==> config.mk <==
export PLATFORM = sky130hd
export DESIGN_NAME = minimig_top
export DESIGN_NICKNAME = d
export VERILOG_FILES = /design/src/minimig_pkg.sv /design/src/syscontrol.sv /design/src/address_decoder.sv /design/src/bank_mapper.sv /design/src/sram_bridge.sv /design/src/cpu_bus_bridge.sv /design/src/cia_port_a.sv /design/src/minimig_top.sv
export SDC_FILE = /design/constraint.sdc
export NUM_CORES = 1
export LEC_CHECK = 0
export BUFFER_PORTS_ARGS = -buffer_cell sky130_fd_sc_hd__buf_2
export CORE_MARGIN = 8
export CORE_UTILIZATION = 44
export CTS_CLUSTER_DIAMETER = 150
export DETAILED_ROUTE_END_ITERATION = 16
export GPL_TIMING_DRIVEN = 0
export PLACE_DENSITY = 0.87
export SLEW_MARGIN = 5
export SYNTH_ARGS = -nofsm -noshare
export SYNTH_HDL_FRONTEND = slang
export SYNTH_SLANG_ARGS = --single-unit
==> constraint.sdc <==
create_clock -name clk -period 5.6 [get_ports clk]
set_input_delay 0.28 -clock clk [delete_from_list [all_inputs] [get_ports clk]]
set_output_delay 0.28 -clock clk [all_outputs]
set_load 0.02 [all_outputs]
==> src/minimig_pkg.sv <==
// shared types and memory-map constants for the system-bus core, imported by every block
`default_nettype none

package minimig_pkg;

	// ------------------------------------------------
	// memory map, address bits 23..16
	// ------------------------------------------------
	localparam logic [7:0] CHIP_BASE = 8'h00;	// chip ram, up to 2 MB
	localparam logic [7:0] CHIP_LAST = 8'h1f;
	localparam logic [7:0] CIA_PAGE  = 8'hbf;	// cia-a when a12 is low
	localparam logic [7:0] SLOW_BASE = 8'hc0;	// slow ram, up to 1.5 MB
	localparam logic [7:0] SLOW_LAST = 8'hd7;
	localparam logic [7:0] RTC_PAGE  = 8'hdc;	// clock nibbles
	localparam logic [7:0] KICK_BASE = 8'hf8;	// kickstart rom image
	localparam logic [7:0] KICK_LAST = 8'hff;

	// word address bits inside one 512 KB block
	localparam int BLOCK_BITS = 18;

	localparam logic [2:0] KICK_BANK = 3'd7;	// top sram bank holds kickstart

	// reset stretch, in frames
	localparam int RESET_FRAMES = 4;
	localparam int FRAME_CNT_W  = $clog2(RESET_FRAMES + 1);

	localparam int LED_DIM_BITS = 4;	// dimmer period is 2**bits lines

	// ------------------------------------------------
	// bus types
	// ------------------------------------------------
	typedef logic [23:1] cpu_addr_t;	// 68k word address

	// one cpu cycle as seen on the pins
	typedef struct packed {
		cpu_addr_t   address;
		logic        uds;	// upper byte strobe
		logic        lds;	// lower byte strobe
		logic        r_w;	// 1 = read
		logic [15:0] wdata;
	} cpu_req_t;

	// chip_size  0..3 -> 512K, 1M, 1.5M, 2M
	// slow_size  0..3 -> none, 512K, 1M, 1.5M
	typedef struct packed {
		logic [1:0] chip_size;
		logic [1:0] slow_size;
	} mem_config_t;

	// one-hot region selects, at most one bit set
	typedef struct packed {
		logic [3:0] chip;	// one per 512K block
		logic [2:0] slow;
		logic       kick;
		logic       cia_a;
		logic       rtc;
	} region_sel_t;

	// request as presented to the sram controller
	typedef struct packed {
		logic [21:1] address;	// bank in 21..19
		logic        rd;
		logic        hwr;	// high byte write
		logic        lwr;	// low byte write
		logic [15:0] wdata;
	} ram_req_t;

endpackage

`default_nettype wire

==> src/syscontrol.sv <==
// reset sequencer, synchronizes the reset sources and stretches system reset over frames
`default_nettype none

module syscontrol (
	input  logic clk,
	input  logic reset,
	input  logic rst_ext,
	input  logic cpu_reset_req,
	input  logic sof,
	output logic sys_reset
);
	import minimig_pkg::*;

	logic [1:0]             src_sync;	// two stage synchronizer
	logic                   src_active;
	logic [FRAME_CNT_W-1:0] frame_cnt;

	assign src_active = src_sync[1];

	always_ff @(posedge clk) begin
		if (reset) begin
			src_sync  <= 2'b11;	// power-on counts as a source
			frame_cnt <= FRAME_CNT_W'(RESET_FRAMES);
		end else begin
			src_sync <= {src_sync[0], rst_ext | cpu_reset_req};
			if (src_active)
				frame_cnt <= FRAME_CNT_W'(RESET_FRAMES);	// reload while held
			else if (sof && frame_cnt != '0)
				frame_cnt <= frame_cnt - 1'b1;	// one per frame
		end
	end

	// released once the frame count runs out
	assign sys_reset = src_active || (frame_cnt != '0);

endmodule

`default_nettype wire

==> src/address_decoder.sv <==
// combinational cpu address decode into region selects, honors overlay and fitted memory
`default_nettype none

module address_decoder (
	input  minimig_pkg::cpu_addr_t   addr,
	input  logic                     r_w,
	input  logic                     ovl,
	input  minimig_pkg::mem_config_t mem_config,
	output minimig_pkg::region_sel_t sel
);
	import minimig_pkg::*;

	logic [7:0] page;	// address bits 23..16
	logic [7:0] chip_off;
	logic [7:0] slow_off;
	logic [1:0] chip_blk;
	logic [1:0] slow_blk;
	logic       in_chip;
	logic       in_slow;

	// true when page lies in lo..hi, wrap-safe
	function automatic logic in_range(input logic [7:0] pg, input logic [7:0] lo,
		input logic [7:0] hi);
		logic [7:0] off;
		off = pg - lo;
		return off <= (hi - lo);
	endfunction

	always_comb begin
		page     = addr[23:16];
		chip_off = page - CHIP_BASE;
		slow_off = page - SLOW_BASE;
		chip_blk = chip_off[4:3];	// 512K granularity
		slow_blk = slow_off[4:3];
		in_chip  = in_range(page, CHIP_BASE, CHIP_LAST);
		in_slow  = in_range(page, SLOW_BASE, SLOW_LAST);

		sel = '0;
		// ------------------------------------------------
		// ram regions
		// ------------------------------------------------
		if (in_chip && ovl && r_w && chip_blk == 2'd0)
			sel.kick = 1'b1;	// boot overlay, rom appears at 0
		else if (in_chip && chip_blk <= mem_config.chip_size)
			sel.chip[chip_blk] = 1'b1;

		if (in_slow && slow_blk < mem_config.slow_size)
			sel.slow[slow_blk] = 1'b1;	// blocks past slow_size stay unmapped

		if (in_range(page, KICK_BASE, KICK_LAST))
			sel.kick = 1'b1;

		// ------------------------------------------------
		// register pages
		// ------------------------------------------------
		sel.cia_a = (page == CIA_PAGE) && !addr[12];
		sel.rtc   = (page == RTC_PAGE);
	end

endmodule

`default_nettype wire

==> src/bank_mapper.sv <==
// maps region selects onto an sram bank and physical address, kickstart stays read-only
`default_nettype none

module bank_mapper (
	input  minimig_pkg::region_sel_t sel,
	input  minimig_pkg::cpu_req_t    req,
	input  logic                     ram_start,
	output minimig_pkg::ram_req_t    ram_req,
	output logic                     ram_go
);
	import minimig_pkg::*;

	logic [2:0] bank;
	logic       ram_hit;	// any sram backed region
	logic       wr_ok;

	always_comb begin
		ram_hit = (|sel.chip) || (|sel.slow) || sel.kick;

		bank = 3'd0;
		for (int i = 0; i < 4; i++)
			if (sel.chip[i]) bank = 3'(i);	// chip 0..3
		for (int i = 0; i < 3; i++)
			if (sel.slow[i]) bank = 3'(4 + i);	// slow 4..6
		if (sel.kick)
			bank = KICK_BANK;

		// rom image is write protected, the cycle still runs for the ack
		wr_ok = !req.r_w && !sel.kick;

		ram_req.address = {bank, req.address[BLOCK_BITS:1]};
		ram_req.rd      = req.r_w;
		ram_req.hwr     = wr_ok && req.uds;
		ram_req.lwr     = wr_ok && req.lds;
		ram_req.wdata   = req.wdata;
	end

	assign ram_go = ram_start && ram_hit;

endmodule

`default_nettype wire

==> src/sram_bridge.sv <==
// fixed two-cycle access on the external async sram, strobes active high
`default_nettype none

module sram_bridge (
	input  logic                  clk,
	input  logic                  reset,
	input  minimig_pkg::ram_req_t ram_req,
	input  logic                  ram_go,
	input  logic [15:0]           ramdata_in,
	output logic                  ram_ready,
	output logic [15:0]           ram_rdata,
	output logic [21:1]           ram_address,
	output logic [15:0]           ram_data,
	output logic                  ram_bhe,
	output logic                  ram_ble,
	output logic                  ram_we,
	output logic                  ram_oe
);

	logic strobe_phase;	// high during the first access cycle

	// ------------------------------------------------
	// strobes and handshake
	// ------------------------------------------------
	always_ff @(posedge clk) begin
		if (reset) begin
			strobe_phase <= 1'b0;
			ram_ready    <= 1'b0;
			ram_oe       <= 1'b0;
			ram_we       <= 1'b0;
			ram_bhe      <= 1'b0;
			ram_ble      <= 1'b0;
		end else begin
			strobe_phase <= ram_go;
			ram_ready    <= strobe_phase;	// second cycle
			// cycle 1 asserts, cycle 2 releases everything
			ram_oe  <= ram_go && ram_req.rd;
			ram_we  <= ram_go && (ram_req.hwr || ram_req.lwr);
			ram_bhe <= ram_go && (ram_req.rd || ram_req.hwr);	// reads take both bytes
			ram_ble <= ram_go && (ram_req.rd || ram_req.lwr);
		end
	end

	// address and data held from cycle 1 onwards
	always_ff @(posedge clk) begin
		if (ram_go) begin
			ram_address <= ram_req.address;
			ram_data    <= ram_req.wdata;
		end
		if (strobe_phase)
			ram_rdata <= ramdata_in;	// sample at end of cycle 1
	end

endmodule

`default_nettype wire

==> src/cpu_bus_bridge.sv <==
// cpu strobe/acknowledge handshake, one access in flight, collects read data from all targets
`default_nettype none

module cpu_bus_bridge (
	input  logic                     clk,
	input  logic                     reset,
	input  minimig_pkg::cpu_req_t    cpu_req,
	input  logic                     cpu_as,
	input  minimig_pkg::region_sel_t sel,
	input  logic                     ram_ready,
	input  logic [15:0]              ram_rdata,
	input  logic [7:0]               cia_rdata,
	input  logic [63:0]              rtc,
	output logic                     cpu_dtack,
	output logic [15:0]              cpu_rdata,
	output minimig_pkg::cpu_req_t    req_latched,
	output logic                     ram_start,
	output logic                     cia_wr
);
	import minimig_pkg::*;

	typedef enum logic [2:0] {
		ST_IDLE,
		ST_LATCH,	// request held, decode settles
		ST_ACCESS,	// target running
		ST_ACK,	// dtack high, wait for strobe release
		ST_RELEASE	// last dtack cycle
	} state_t;

	state_t      state;
	logic        ram_sel;
	logic        done;
	logic [3:0]  rtc_nib;
	logic [15:0] rd_mux;

	always_comb begin
		ram_sel = (|sel.chip) || (|sel.slow) || sel.kick;
		done    = !ram_sel || ram_ready;	// register pages finish at once
		rtc_nib = rtc[{req_latched.address[5:2], 2'b00} +: 4];

		rd_mux = 16'h0000;	// unmapped reads as zero
		if (ram_sel)
			rd_mux = ram_rdata;
		else if (sel.cia_a)
			rd_mux = {8'h00, cia_rdata};	// cia-a sits on the low byte
		else if (sel.rtc)
			rd_mux = {12'h000, rtc_nib};
		if (!req_latched.r_w)
			rd_mux = 16'h0000;
	end

	// ------------------------------------------------
	// handshake fsm
	// ------------------------------------------------
	always_ff @(posedge clk) begin
		if (reset) begin
			state     <= ST_IDLE;
			ram_start <= 1'b0;
		end else begin
			ram_start <= 1'b0;	// single pulse
			case (state)
				ST_IDLE:    if (cpu_as) state <= ST_LATCH;
				ST_LATCH: begin
					ram_start <= ram_sel;
					state     <= ST_ACCESS;
				end
				ST_ACCESS:  if (done) state <= ST_ACK;
				ST_ACK:     if (!cpu_as) state <= ST_RELEASE;
				ST_RELEASE: state <= ST_IDLE;
				default:    state <= ST_IDLE;
			endcase
		end
	end

	always_ff @(posedge clk) begin
		if (state == ST_IDLE && cpu_as)
			req_latched <= cpu_req;
		if (state == ST_ACCESS && done)
			cpu_rdata <= rd_mux;	// valid for the whole dtack window
	end

	assign cpu_dtack = (state == ST_ACK) || (state == ST_RELEASE);

	// lands on the same edge that raises dtack
	assign cia_wr = (state == ST_ACCESS) && sel.cia_a && !req_latched.r_w
		&& (req_latched.uds || req_latched.lds);

endmodule

`default_nettype wire

==> src/cia_port_a.sv <==
// cia-a port a output register (overlay and led bits) plus the dimmed power led driver
`default_nettype none

module cia_port_a (
	input  logic       clk,
	input  logic       reset,
	input  logic       cia_wr,
	input  logic [7:0] wdata,
	input  logic [3:0] reg_index,	// address bits 11..8
	input  logic       line_active,
	output logic       ovl,
	output logic [7:0] cia_rdata,
	output logic       pwr_led
);
	import minimig_pkg::*;

	logic                    led_off;	// port a bit 1, 1 = dim
	logic [LED_DIM_BITS-1:0] led_cnt;

	// ------------------------------------------------
	// port a register
	// ------------------------------------------------
	always_ff @(posedge clk) begin
		if (reset) begin
			ovl     <= 1'b1;	// boot from rom image
			led_off <= 1'b1;
		end else if (cia_wr && reg_index == 4'd0) begin
			ovl     <= wdata[0];
			led_off <= wdata[1];
		end
	end

	// only pra is readable here
	assign cia_rdata = (reg_index == 4'd0) ? {6'b000000, led_off, ovl} : 8'h00;

	// ------------------------------------------------
	// power led dimmer
	// ------------------------------------------------
	always_ff @(posedge clk) begin
		if (reset)
			led_cnt <= '0;
		else if (line_active)
			led_cnt <= led_cnt + 1'b1;	// one step per active cycle
	end

	// full on, or lit one count in sixteen
	assign pwr_led = !led_off || (led_cnt == '0);

endmodule

`default_nettype wire

==> src/minimig_top.sv <==
// top level of the system-bus core, connects cpu pins, sram pins and the control blocks
`default_nettype none

module minimig_top (
	input  logic                     clk,
	input  logic                     reset,
	input  logic                     rst_ext,
	input  logic                     cpu_reset_req,
	input  logic                     sof,
	input  logic                     line_active,
	input  minimig_pkg::mem_config_t mem_config,
	input  logic                     cpu_as,
	input  logic                     cpu_uds,
	input  logic                     cpu_lds,
	input  logic                     cpu_r_w,
	input  minimig_pkg::cpu_addr_t   cpu_address,
	input  logic [15:0]              cpu_wdata,
	input  logic [15:0]              ramdata_in,
	input  logic [63:0]              rtc,
	output logic                     cpu_dtack,
	output logic [15:0]              cpu_rdata,
	output logic [21:1]              ram_address,
	output logic [15:0]              ram_data,
	output logic                     ram_bhe,
	output logic                     ram_ble,
	output logic                     ram_we,
	output logic                     ram_oe,
	output logic                     pwr_led,
	output logic                     rst_out,
	output logic                     cpu_reset_out
);
	import minimig_pkg::*;

	cpu_req_t    cpu_req;
	cpu_req_t    req_latched;	// held for the whole access
	region_sel_t sel;
	ram_req_t    ram_req;
	logic        sys_reset;
	logic        ram_start;
	logic        ram_go;
	logic        ram_ready;
	logic [15:0] ram_rdata;
	logic        cia_wr;
	logic [7:0]  cia_rdata;
	logic        ovl;

	assign cpu_req = '{address: cpu_address, uds: cpu_uds, lds: cpu_lds,
		r_w: cpu_r_w, wdata: cpu_wdata};
	assign rst_out       = sys_reset;
	assign cpu_reset_out = sys_reset;

	// ------------------------------------------------
	// control and bus path
	// ------------------------------------------------
	syscontrol u_ctrl (.clk, .reset, .rst_ext, .cpu_reset_req, .sof, .sys_reset);

	cpu_bus_bridge u_cpu (.clk, .reset(sys_reset), .cpu_req, .cpu_as, .sel, .ram_ready,
		.ram_rdata, .cia_rdata, .rtc, .cpu_dtack, .cpu_rdata, .req_latched, .ram_start,
		.cia_wr);

	address_decoder u_dec (.addr(req_latched.address), .r_w(req_latched.r_w), .ovl,
		.mem_config, .sel);

	bank_mapper u_bmap (.sel, .req(req_latched), .ram_start, .ram_req, .ram_go);

	sram_bridge u_ram (.clk, .reset(sys_reset), .ram_req, .ram_go, .ramdata_in,
		.ram_ready, .ram_rdata, .ram_address, .ram_data, .ram_bhe, .ram_ble, .ram_we,
		.ram_oe);

	cia_port_a u_ciaa (.clk, .reset(sys_reset), .cia_wr, .wdata(req_latched.wdata[7:0]),
		.reg_index(req_latched.address[11:8]), .line_active, .ovl, .cia_rdata, .pwr_led);

endmodule

`default_nettype wire

# [Word level (Yosys, flattened, before mapping)]
# Index checks and enable logic that the tools add are counted.
# W data, S select, Z words.
[word_totals] regBits=132 word_cells=123
[op_classes] n_addsub=4 order_cmp=9 n_eq_ne=9 shift=1 mux=23 bitwise_logic=2 n_reduce_logical=50
[op_table] op="$shiftx A64 B7 Y4" n=1
[op_table] op="$mux W16" n=2
[op_table] op="$logic_and A1 B1 Y1" n=23
[op_table] op="$eq A8 B8 Y1 const B" n=2
[op_table] op="$le A8 B5 Y1 const B" n=2
[op_table] op="$sub A8 B8 Y8 const B" n=2
[op_table] op="$mux W3" n=4
[op_table] op="$mux W4" n=3
[op_table] op="$pmux W3 S4" n=1
[op_table] op="$logic_or A1 B1 Y1" n=10
[op_table] op="$mux W2" n=5
[op_table] op="$le A8 B3 Y1 const B" n=1
[op_table] op="$logic_not A4 Y1" n=2
[op_table] op="$reduce_or A4 Y1" n=2
[op_table] op="$eq A3 B2 Y1 const B" n=2
[op_table] op="$lt A2 B3 Y1 const B" n=2
[op_table] op="$mux W1" n=6
[op_table] op="$reduce_or A2 Y1" n=3
[op_table] op="$logic_not A1 Y1" n=5
[op_table] op="$add A4 B1 Y4 const B" n=1
[op_table] op="$demux W1 S2" n=2
[op_table] op="$ge A2 B1 Y1 const B" n=2
[op_table] op="$ne A2 B2 Y1 const B" n=2
[op_table] op="$eq A3 B1 Y1 const B" n=1
[op_table] op="12 further kinds" n=12

# [Longest topological paths before layout]
# Gate-level depths: netlist (run 1).
[logic_depth] word_depth=13 depth_mapped=8 mapped_depth_nobuf=7

# [By module]
# From an unflattened synthesis (run 1), not the netlist that was laid out.
[unflattened] hier_cells=405 area_unflattened_um2=5744.3
[modules_own_cells] mod="cpu_bus_bridge" instances=1 cells_per_inst=185 area_each_um2=2742.6
[modules_own_cells] mod="sram_bridge" instances=1 cells_per_inst=69 area_each_um2=1766.7
[modules_own_cells] mod="cia_port_a" instances=1 cells_per_inst=38 area_each_um2=349.1
[modules_own_cells] mod="bank_mapper" instances=1 cells_per_inst=50 area_each_um2=345.3
[modules_own_cells] mod="address_decoder" instances=1 cells_per_inst=39 area_each_um2=305.3
[modules_own_cells] mod="syscontrol" instances=1 cells_per_inst=23 area_each_um2=227.7
[modules_own_cells] mod="minimig_top" instances=1 cells_per_inst=1 area_each_um2=7.5

# [Worst setup path after synthesis (run 1)]
# OpenSTA, ideal clock, no wires.
[synth_path] kind="register to register" start="register u_cpu.state[2]" end="register, netlist name u_cpu.req_latched[0]" setup_time_ns=0.561 arrival_ns=4.790 path_slack_ns=0.249 stages_incl_launch_ff=2 synth_period_minus_slack_ns=5.351 cell_sequence="dfxtp_1 -> nor4b_1"
[synth_via] elab_chain_len=2
[synth_rtl] element="start: declaration" line_no="cpu_bus_bridge.sv:30" text="state_t state;"
[synth_rtl] element="start signal: assignment" line_no="cpu_bus_bridge.sv:57" text="state <= ST_IDLE;"
[synth_rtl] element="start signal: assignment" line_no="cpu_bus_bridge.sv:62" text="ST_IDLE: if (cpu_as) state <= ST_LATCH;"
[synth_rtl] element="start signal: assignment" line_no="cpu_bus_bridge.sv:65" text="state <= ST_ACCESS;"
[synth_rtl] element="$logic_not A3 Y1" line_no="cpu_bus_bridge.sv:76" text="if (state == ST_IDLE && cpu_as)"
[synth_rtl] element="$logic_and A1 B1 Y1" line_no="cpu_bus_bridge.sv:76"
# No other way between the ends.
# A chain may end at the register's enable or synchronous reset.

# [Worst setup path after layout (run 1)]
[layout_path] start="register, netlist name u_cpu.req_latched[38]" end="register u_ram.ram_data[4], enable pin"
[layout_via] elab_chain_len=10 word_cells_on_any_way=33 cone_classes="add/sub: 2; order compare: 9; mux: 9; reduce/logical: 13"
[layout_rtl] element="$sub A8 B8 Y8 (tied with other cells)" line_no="address_decoder.sv:32" text="slow_off = page - SLOW_BASE;"
[layout_rtl] element="$lt A2 B3 Y1 (not written as such) (tied with other cells)" line_no="address_decoder.sv:48" text="sel.slow[slow_blk] = 1'b1;"
[layout_rtl] element="$logic_and A1 B1 Y1 (not written as such) or $mux W1 (tied branches)" line_no="address_decoder.sv:48, address_decoder.sv:45"
[layout_rtl] element="$mux W1 (not written as such) or $demux W1 S2 (tied branches)"
[layout_rtl] element="$demux W1 S2 or $mux W4 (tied branches)"
[layout_rtl] element="$mux W3 or $mux W4 (tied branches)" line_no="address_decoder.sv:47, address_decoder.sv:42"
[layout_rtl] element="$reduce_or A3 Y1 or $reduce_or A4 Y1 (tied branches)" line_no="bank_mapper.sv:18" text="ram_hit = (|sel.chip) || (|sel.slow) || sel.kick;"
[layout_rtl] element="$logic_or A1 B1 Y1" line_no="bank_mapper.sv:18"
[layout_rtl] element="$logic_or A1 B1 Y1 (*)" line_no="bank_mapper.sv:18"
[layout_rtl] element="$logic_and A1 B1 Y1 (*)" line_no="bank_mapper.sv:38" text="assign ram_go = ram_start && ram_hit;"
[layout_rtl] element="named net ram_go" line_no="minimig_top.sv:40" text="logic ram_go;"
[layout_rtl] element="end signal: assignment" line_no="sram_bridge.sv:48" text="ram_data <= ram_req.wdata;"
[layout_rtl] element="end: declaration" line_no="sram_bridge.sv:13" text="output logic [15:0] ram_data,"
# Mark *: on every way through the listed nets, which the timed path passes. The rest lies on a longest branch.

==> run metrics, run 1 <==
# resized after CTS=0; Power, Total=2.34 mW; die width=125 um; layer with the highest usage after global routing=met2; Critical Path End Type=register; Area growth syn-to-layout=34.8%; netlist area before placement=5250 um^2; starting utilization of the core area=44.5%; Max Fclk=0.311 GHz; final-report setup violation count=0; count of clock tree sinks=132; largest stage delay on the critical path=540 ps; met1 track demand over resource=19.2%; leading area contributor after synthesis=edfxtp_1; Largest delay share family, worst path=compound AO/OA/AOI/OAI gates; fraction of final layout cells sized beyond drive strength 1=45.3%; number of port buffers=193; met3 global-route usage=5.48%; maximum net fanout on the critical path=31; die area=15,700 um^2; number of hold-repair buffers added at the cts stage=0; number of top-level pins=194; worst setup timing slack at the placement stage=1940 ps; data arrival time of the critical path=3310 ps; wire length per cell after detailed routing=19.4 um; finished layout cell area=7080 um^2; standard-cell row count=40; TritonCTS clock tree=built; first-pass GRT wire length=21,200 um; worst path setup slack after routing=2380 ps; non-filler instance count after layout=701; Max stage delay cell, worst path=edfxtp_1; Placed Area=6480 um^2; biggest area contributors in the synthesized netlist=edfxtp_1 (63%), dfxtp_1 (8.0%), mux4_2 (4.3%); post-synthesis sequential area ratio=71.4%; pins over their slew limit=0; Syn Nets=466; Max Cap Viol=0; EDFF count, synth=111; met2 usage in global routing=30.2%; antenna violations before repair=0; Crit path buffers/inverters=2; number of antenna-violating nets in the routed design=0; share of the synthesized area in the top cell type=63.4%; crit path kind=register to register; most common flop cell mapped by yosys=edfxtp_1; floorplan die height=125 um; CTS Buffer Depth=2; clk_lat worst skew=400 ps; count leader, synth=edfxtp_1; Core Footprint=11,800 um^2; worst max-slew margin expressed relative to the limit=37.1%; worst-margin pin slew=919 ps; ranking of synthesized cells by instance count=edfxtp_1 (111), dfxtp_1 (21), nor2_1 (18); register clock-pin slew on the reported worst setup and hold paths=70 ps; post-detail-place hpwl=10,800 um; number of register bits inferred by synthesis=132; number of vias per cell after detailed routing=5.12; RSZ-0062 raised after global routing=no; count of cell types in the netlist=44; Hold Crit Class=input port to register; final count of hold timing violations=0; routability cong.=0.835; post-route clock skew=13.1 ps; Pwr Density=330 nW/um^2; chain of cells forming the critical path=ha_1 -> nor2b_1 -> a2bb2oi_1 -> o21ai_0 -> a21o_1 -> buf_2 -> and2_2 -> buf_12; vias after detailed routing=3,591; number of standard cells after synthesis=322; maximum number of pins on one net before global-route repair=32; final-stage net count=685; final WL=13,600 um; total routing usage reported by global routing=17.5%; vias in the first global route=3,911; final critical path time including I/O delays and setup=3220 ps; aggregate global routing overflow=0; total clock buffers created by CTS=17; cell leakage power=2.96 nW; violation count after the first detailed-routing iteration=265; antenna diode count=0; number of warnings printed during yosys synthesis=0; drt drc=0; buffers inserted by post-CTS timing repair=0; CTS root buf=clkbuf_16; Worst Path Required=5690 ps; maximum level of the CTS H-tree=4; type of origin of the critical path=register; final period utilization=57.5%; first-pass detailed-route iteration total=5; IR Drop Worst-Case VDD=242 uV; fraction of registers with async set/reset=0%; mean cell area of the mapped netlist=16.3 um^2; Cell Count Post-Placement=669; outcome=completed
## through the flow
step	TNS, ps	utilization [%]	hold WS, ps
after floorplan	0	-	357
after global placement	-76280	54.2	394
after detailed placement	0	54.9	396
after CTS	0	59.9	22.0
after global routing	0	60.0	22.4
final	0	60.0	45.6
## cells in the final DEF, fill, tap and decap left out, types with 5 or more instances in the layout
| cell | Yosys | routed |
|---|---|---|
| dfxtp_1 | 21 | 21 |
| and2_1 | 6 | 5 |
| and3_1 | 14 | 14 |
| a21oi_1 | 6 | 5 |
| buf_2 | 2 | 195 |
| ha_1 | 11 | 11 |
| nor3_1 | 8 | 8 |
| mux4_1 | 8 | 8 |
| nor2_1 | 18 | 18 |
| inv_6 | 0 | 5 |
| buf_4 | 1 | 5 |
| inv_1 | 16 | 16 |
| clkbuf_16 | 0 | 17 |
| nand2_1 | 16 | 16 |
| o21ai_0 | 9 | 9 |
| clkbuf_1 | 5 | 6 |
| edfxtp_1 | 111 | 111 |
| nand3_1 | 6 | 6 |
| mux4_2 | 10 | 10 |
## per-layer routing
layer | vias up | share of wire, %
met4 | 0 | 2.8
met3 | 24 | 5.9
met1 | 1739 | 39
li1 | 1699 | -
met5 | - | 0
met2 | 129 | 53
## cell families after synthesis
| group | after synthesis | share of synthesized area, % |
|---|---|---|
| simple gates | 95 | 9.96 |
| xor+xnor | 5 | 0.834 |
| fa+ha+maj | 11 | 2.62 |
| flops | 132 | 71.4 |
| buf+inv | 26 | 2.12 |
| compound gates | 30 | 3.74 |
| mux | 23 | 9.29 |
## layout make-up
type                       instances  area (um^2)
fill                             897         4730
sequential                       132         3750
multi-input combinational        164         1400
timing repair buffer             200         1040
clock buffer                      18          429
tap                              147          184
clock inverter                    14          166
inverter                          17         63.8
buffer                             9         47.5
## final timing paths
| check | startpoint | endpoint | slack [ps] | cells after the start |
|---|---|---|---|---|
| worst min-delay path | cpu_address[1] | u_cpu.req_latched[20] | 50 | 1 |
| worst min register to register | u_cpu.req_latched[11] | u_ram.ram_data[11] | 410 | 0 |
| worst max register to register | u_cpu.req_latched[38] | u_ram.ram_data[4] | 2380 | 8 |
| worst max-delay path | u_cpu.req_latched[38] | u_ram.ram_data[4] | 2380 | 8 |
## power breakdown
group	total [mW]	internal, mW	switching, mW
Clock	1.11	0.670	0.442
Combinational	0.129	0.0729	0.0566
Sequential	1.09	1.08	0.0115
Total	2.34	1.83	0.510
## sequential cells by signal (all words and copies together) (netlist names)
name	cells
u_ciaa.led_cnt	4
u_ciaa.led_off	1
u_ciaa.ovl	1
u_cpu.cpu_rdata	16
u_cpu.ram_start	1
u_cpu.req_latched	42
u_cpu.state	3
u_ctrl.frame_cnt	3
u_ctrl.src_sync	2
u_ram.ram_address	21
u_ram.ram_bhe	1
u_ram.ram_ble	1
u_ram.ram_data	16
u_ram.ram_oe	1
u_ram.ram_rdata	16
u_ram.ram_ready	1
u_ram.ram_we	1
u_ram.strobe_phase	1
No activity file was read; power rests on OpenSTA's default activity.
==> inputs of run 2 (changes only) <==
Settings changed: CORE_UTILIZATION 44 to 45, PLACE_DENSITY 0.87 to 0.86.
Clock period 5.6 ns to 3.01 ns, I/O delays scaled along.
==> run metrics, run 2 (synthesized netlist as in run 1, its figures left out) <==
die width=124 um; violation count after the first detailed-routing iteration=281; type of origin of the critical path=register; Power, Total=4.45 mW; total routing usage reported by global routing=19.6%; maximum level of the CTS H-tree=4; first-pass GRT wire length=22,100 um; most frequent cells in the layout=buf_2 (195), edfxtp_1 (111), dlygate4sd3_1 (62); number of top-level pins=194; outcome=completed; finished layout cell area=7750 um^2; pins over their slew limit=0; fraction of final layout cells sized beyond drive strength 1=41.1%; Cells on Worst Hold Path=3; maximum net fanout on the critical path=18; Core Footprint=11,400 um^2; worst-margin pin slew=663 ps; wire length per cell after detailed routing=19.7 um; Area growth syn-to-layout=47.6%; standard-cell row count=39; Max Fclk=0.361 GHz; flip-flop count of the largest register, all copies and words added=42; CTS Buffer Depth=2; post-route clock skew=9.17 ps; Worst Path Required=3090 ps; leading cell type in the layout, fill and taps excluded=buf_2; final core occ=67.9%; register clock-pin slew on the reported worst setup and hold paths=60 ps; die area=15,400 um^2; clk_lat worst skew=410 ps; vias after detailed routing=3,921; CTS root buf=clkbuf_16; final count of hold timing violations=0; crit path kind=register to register; drt drc=0; number of port buffers=193; Hold Crit Class=input port to register; maximum number of pins on one net before global-route repair=20; final WL=15,000 um; antenna diode count=0; aggregate global routing overflow=0; IR Drop Worst-Case VDD=387 uV; number of vias per cell after detailed routing=5.15; TritonCTS clock tree=built; vias in the first global route=4,046; R2R depth=8; starting utilization of the core area=46.0%; worst max-slew margin expressed relative to the limit=54.7%; register with the highest flop count=u_cpu.req_latched; total clock buffers created by CTS=17; number of antenna-violating nets in the routed design=0; final period utilization=92.0%; final-stage net count=749; final hold slack=56.7 ps; routability cong.=0.845; Max Cap Viol=0; post-detail-place hpwl=10,600 um; first-pass detailed-route iteration total=5; antenna violations before repair=0; Pwr Density=574 nW/um^2; RSZ-0062 raised after global routing=no; data arrival time of the critical path=2850 ps; FF-to-FF setup slack=240 ps; final critical path time including I/O delays and setup=2770 ps; Critical Path End Type=register; floorplan die height=124 um; cell leakage power=3.24 nW; largest registers=u_cpu.req_latched x42, u_ram.ram_address x21; Placed Area=6450 um^2; TNS Setup=0 ps; count of clock tree sinks=132; final-report setup violation count=0
## run 2: worst paths after layout
kind	start	endpoint
setup / recovery	u_cpu.req_latched[37]	u_ram.ram_data[1]
hold / removal	line_active	u_ciaa.led_cnt[0]
setup reg to reg	u_cpu.req_latched[37]	u_ram.ram_data[1]
hold reg to reg	u_ctrl.src_sync[0]	u_ctrl.src_sync[1]
## run 2: final cells by class
cell class / count / area, um^2
Tap cell: 143 / 179
Multi-Input combinational cell: 165 / 1430
Clock buffer: 18 / 429
Timing Repair Buffer: 263 / 1670
Buffer: 9 / 47.5
Inverter: 17 / 63.8
Clock inverter: 14 / 178
Sequential cell: 132 / 3750
Fill cell: 779 / 3670
## run 2: per-layer routing
layer  track usage (%)  vias to the layer above  routed length (um)
met3              4.31                       31                 950
met4              8.18                        0                 397
met1              22.2                     1896                5580
met2              35.1                      163                8050
met5                 0                        -                   0
li1                  -                     1831                   -
## run 2: stage by stage
| stage | std cells | worst slack, ps |
|---|---|---|
| 6_report | 761 | 241 |
| 5_1_grt | 761 | 22.2 |
| 4_1_cts | 757 | 27.2 |
| 3_5_place_dp | 661 | -503 |
| 3_3_place_gp | 658 | -344 |
| 2_1_floorplan | 322 | 181 |
## run 2: timing repair
| action | in CTS | in global routing |
|---|---|---|
| hold buffers | 62 | 0 |
| setup buffers | 1 | 4 |
| resized for setup | 4 | 3 |
| cloned | 1 | 0 |
| setup endpoints to repair | 53 | 53 |
| pin swaps | 2 | 1 |
| endpoints found under the hold margin | 64 | 0 |
## run 2: worst max-delay path, stage by stage (launching register included)
cell      delay, ps
edfxtp_1        490
inv_1           130
ha_1            300
nand2b_1        160
a211oi_1        300
a21o_1          190
a21o_2          230
buf_2           270
and2_4          370
## run 2: report_power, final
| group | switching, mW | internal [mW] |
|---|---|---|
| Clock | 0.781 | 1.31 |
| Sequential | 0.0223 | 2.02 |
| Combinational | 0.123 | 0.191 |
| Total | 0.926 | 3.52 |
==> inputs of run 3 (changes only) <==
Clock period 3.01 ns to 3.55 ns, I/O delays scaled along.
==> run metrics, run 3 (synthesized netlist as in run 1, its figures left out) <==
total clock buffers created by CTS=17; chain of cells forming the critical path=ha_1 -> nor2b_1 -> a2bb2oi_1 -> o21ai_0 -> a21o_1 -> buf_2 -> a21oi_2; aggregate global routing overflow=0; leading cell type in the layout, fill and taps excluded=buf_2; worst setup timing slack at the placement stage=-78.6 ps; final critical path time including I/O delays and setup=3200 ps; Pwr Density=482 nW/um^2; cell leakage power=3.21 nW; outcome=completed; number of antenna-violating nets in the routed design=0; wire length per cell after detailed routing=20.1 um; Worst Path Required=3590 ps; CTS root buf=clkbuf_16; Area growth syn-to-layout=46.1%; worst path setup slack after routing=355 ps; TNS Setup=0 ps; flip-flop count of the largest register, all copies and words added=42; non-filler instance count after layout=756; count of clock tree sinks=132; clk_lat worst skew=420 ps; final count of hold timing violations=0; Max Fclk=0.313 GHz; IR Drop Worst-Case VDD=592 uV; standard-cell row count=39; fillcell total=810; crit path kind=register to register; Cell Count Post-Placement=662; maximum level of the CTS H-tree=4; register with the highest flop count=u_cpu.req_latched; routability cong.=0.821; area of combinational cells with multiple inputs=1410 um^2; finished layout cell area=7670 um^2; post-route clock skew=11.6 ps; final core occ=67.2%; Max stage delay cell, worst path=a21oi_2; vias after detailed routing=3,951; final-report setup violation count=0; area of all sequential standard cells=3750 um^2; register clock-pin slew on the reported worst setup and hold paths=60 ps; worst-margin pin slew=823 ps; die area=15,400 um^2; maximum net fanout on the critical path=16; antenna diode count=0; Critical Path End Type=register; Power, Total=3.70 mW; pins over their slew limit=0; floorplan die height=124 um; die width=124 um; largest registers=u_cpu.req_latched x42, u_ram.ram_address x21; post-detail-place hpwl=10,800 um; number of vias per cell after detailed routing=5.23; number of top-level pins=194; violation count after the first detailed-routing iteration=238; buffers inserted by post-CTS timing repair=0; final period utilization=90.0%; final hold slack=94.0 ps; drt drc=0; largest stage delay on the critical path=650 ps; starting utilization of the core area=46.0%; antenna violations before repair=0; RSZ-0062 raised after global routing=no; data arrival time of the critical path=3230 ps; vias in the first global route=4,175; Hold Crit Class=input port to register; Core Footprint=11,400 um^2; fraction of final layout cells sized beyond drive strength 1=40.3%; final WL=15,200 um; first-pass detailed-route iteration total=4; TritonCTS clock tree=built; FF-to-FF setup slack=350 ps; Placed Area=6470 um^2; CTS Buffer Depth=2; final-stage net count=744; maximum number of pins on one net before global-route repair=32; total routing usage reported by global routing=20.1%; most frequent cells in the layout=buf_2 (195), edfxtp_1 (111), dlygate4sd3_1 (62); first-pass GRT wire length=22,500 um; number of port buffers=193; type of origin of the critical path=register; Max Cap Viol=0; worst max-slew margin expressed relative to the limit=43.7%
## run 3: per-layer routing
| metal | GRT usage [%] | share of wire, % | up-vias |
|---|---|---|---|
| met5 | 0 | 0 | - |
| met3 | 5.44 | 7.2 | 42 |
| met1 | 22.0 | 36 | 1912 |
| met2 | 35.1 | 53 | 176 |
| met4 | 10.2 | 3.2 | 0 |
| li1 | - | - | 1821 |
## run 3: layout make-up
class | count | share of cell area (%)
Clock inverter | 15 | 2.02
Tap cell | 143 | 2.33
Sequential cell | 132 | 48.9
Clock buffer | 17 | 5.54
Timing Repair Buffer | 259 | 21.4
Buffer | 9 | 0.620
Inverter | 17 | 0.832
Multi-Input combinational cell | 164 | 18.4
## run 3: final timing paths
kind | startpoint | endpoint | depth (start not counted)
worst max-delay path | u_cpu.req_latched[38] | u_cpu.cpu_rdata[1] | 7
worst min-delay path | line_active | u_ciaa.led_cnt[0] | 3
worst max register to register | u_cpu.req_latched[38] | u_cpu.cpu_rdata[1] | 7
worst min register to register | u_ctrl.src_sync[0] | u_ctrl.src_sync[1] | 1
## run 3: repair_timing
action | 4_1_cts | 5_1_grt
endpoints found under the hold margin | 62 | 0
hold buffers | 62 | 0
resized for setup | 1 | 0
setup endpoints to repair | 16 | 0
## run 3: power by group
part	internal, mW	total (mW)	switching (mW)
logic	0.158	0.263	0.104
registers	1.71	1.73	0.0195
clock network	1.04	1.71	0.671
total	2.90	3.70	0.795
## run 3: critical path, delay by kind of cell (launching register included)
kind,cells,cell delay (ps)
fa+ha+maj,1,360
buf+inv,1,230
simple gates,1,130
flops,1,550
compound gates,4,1540
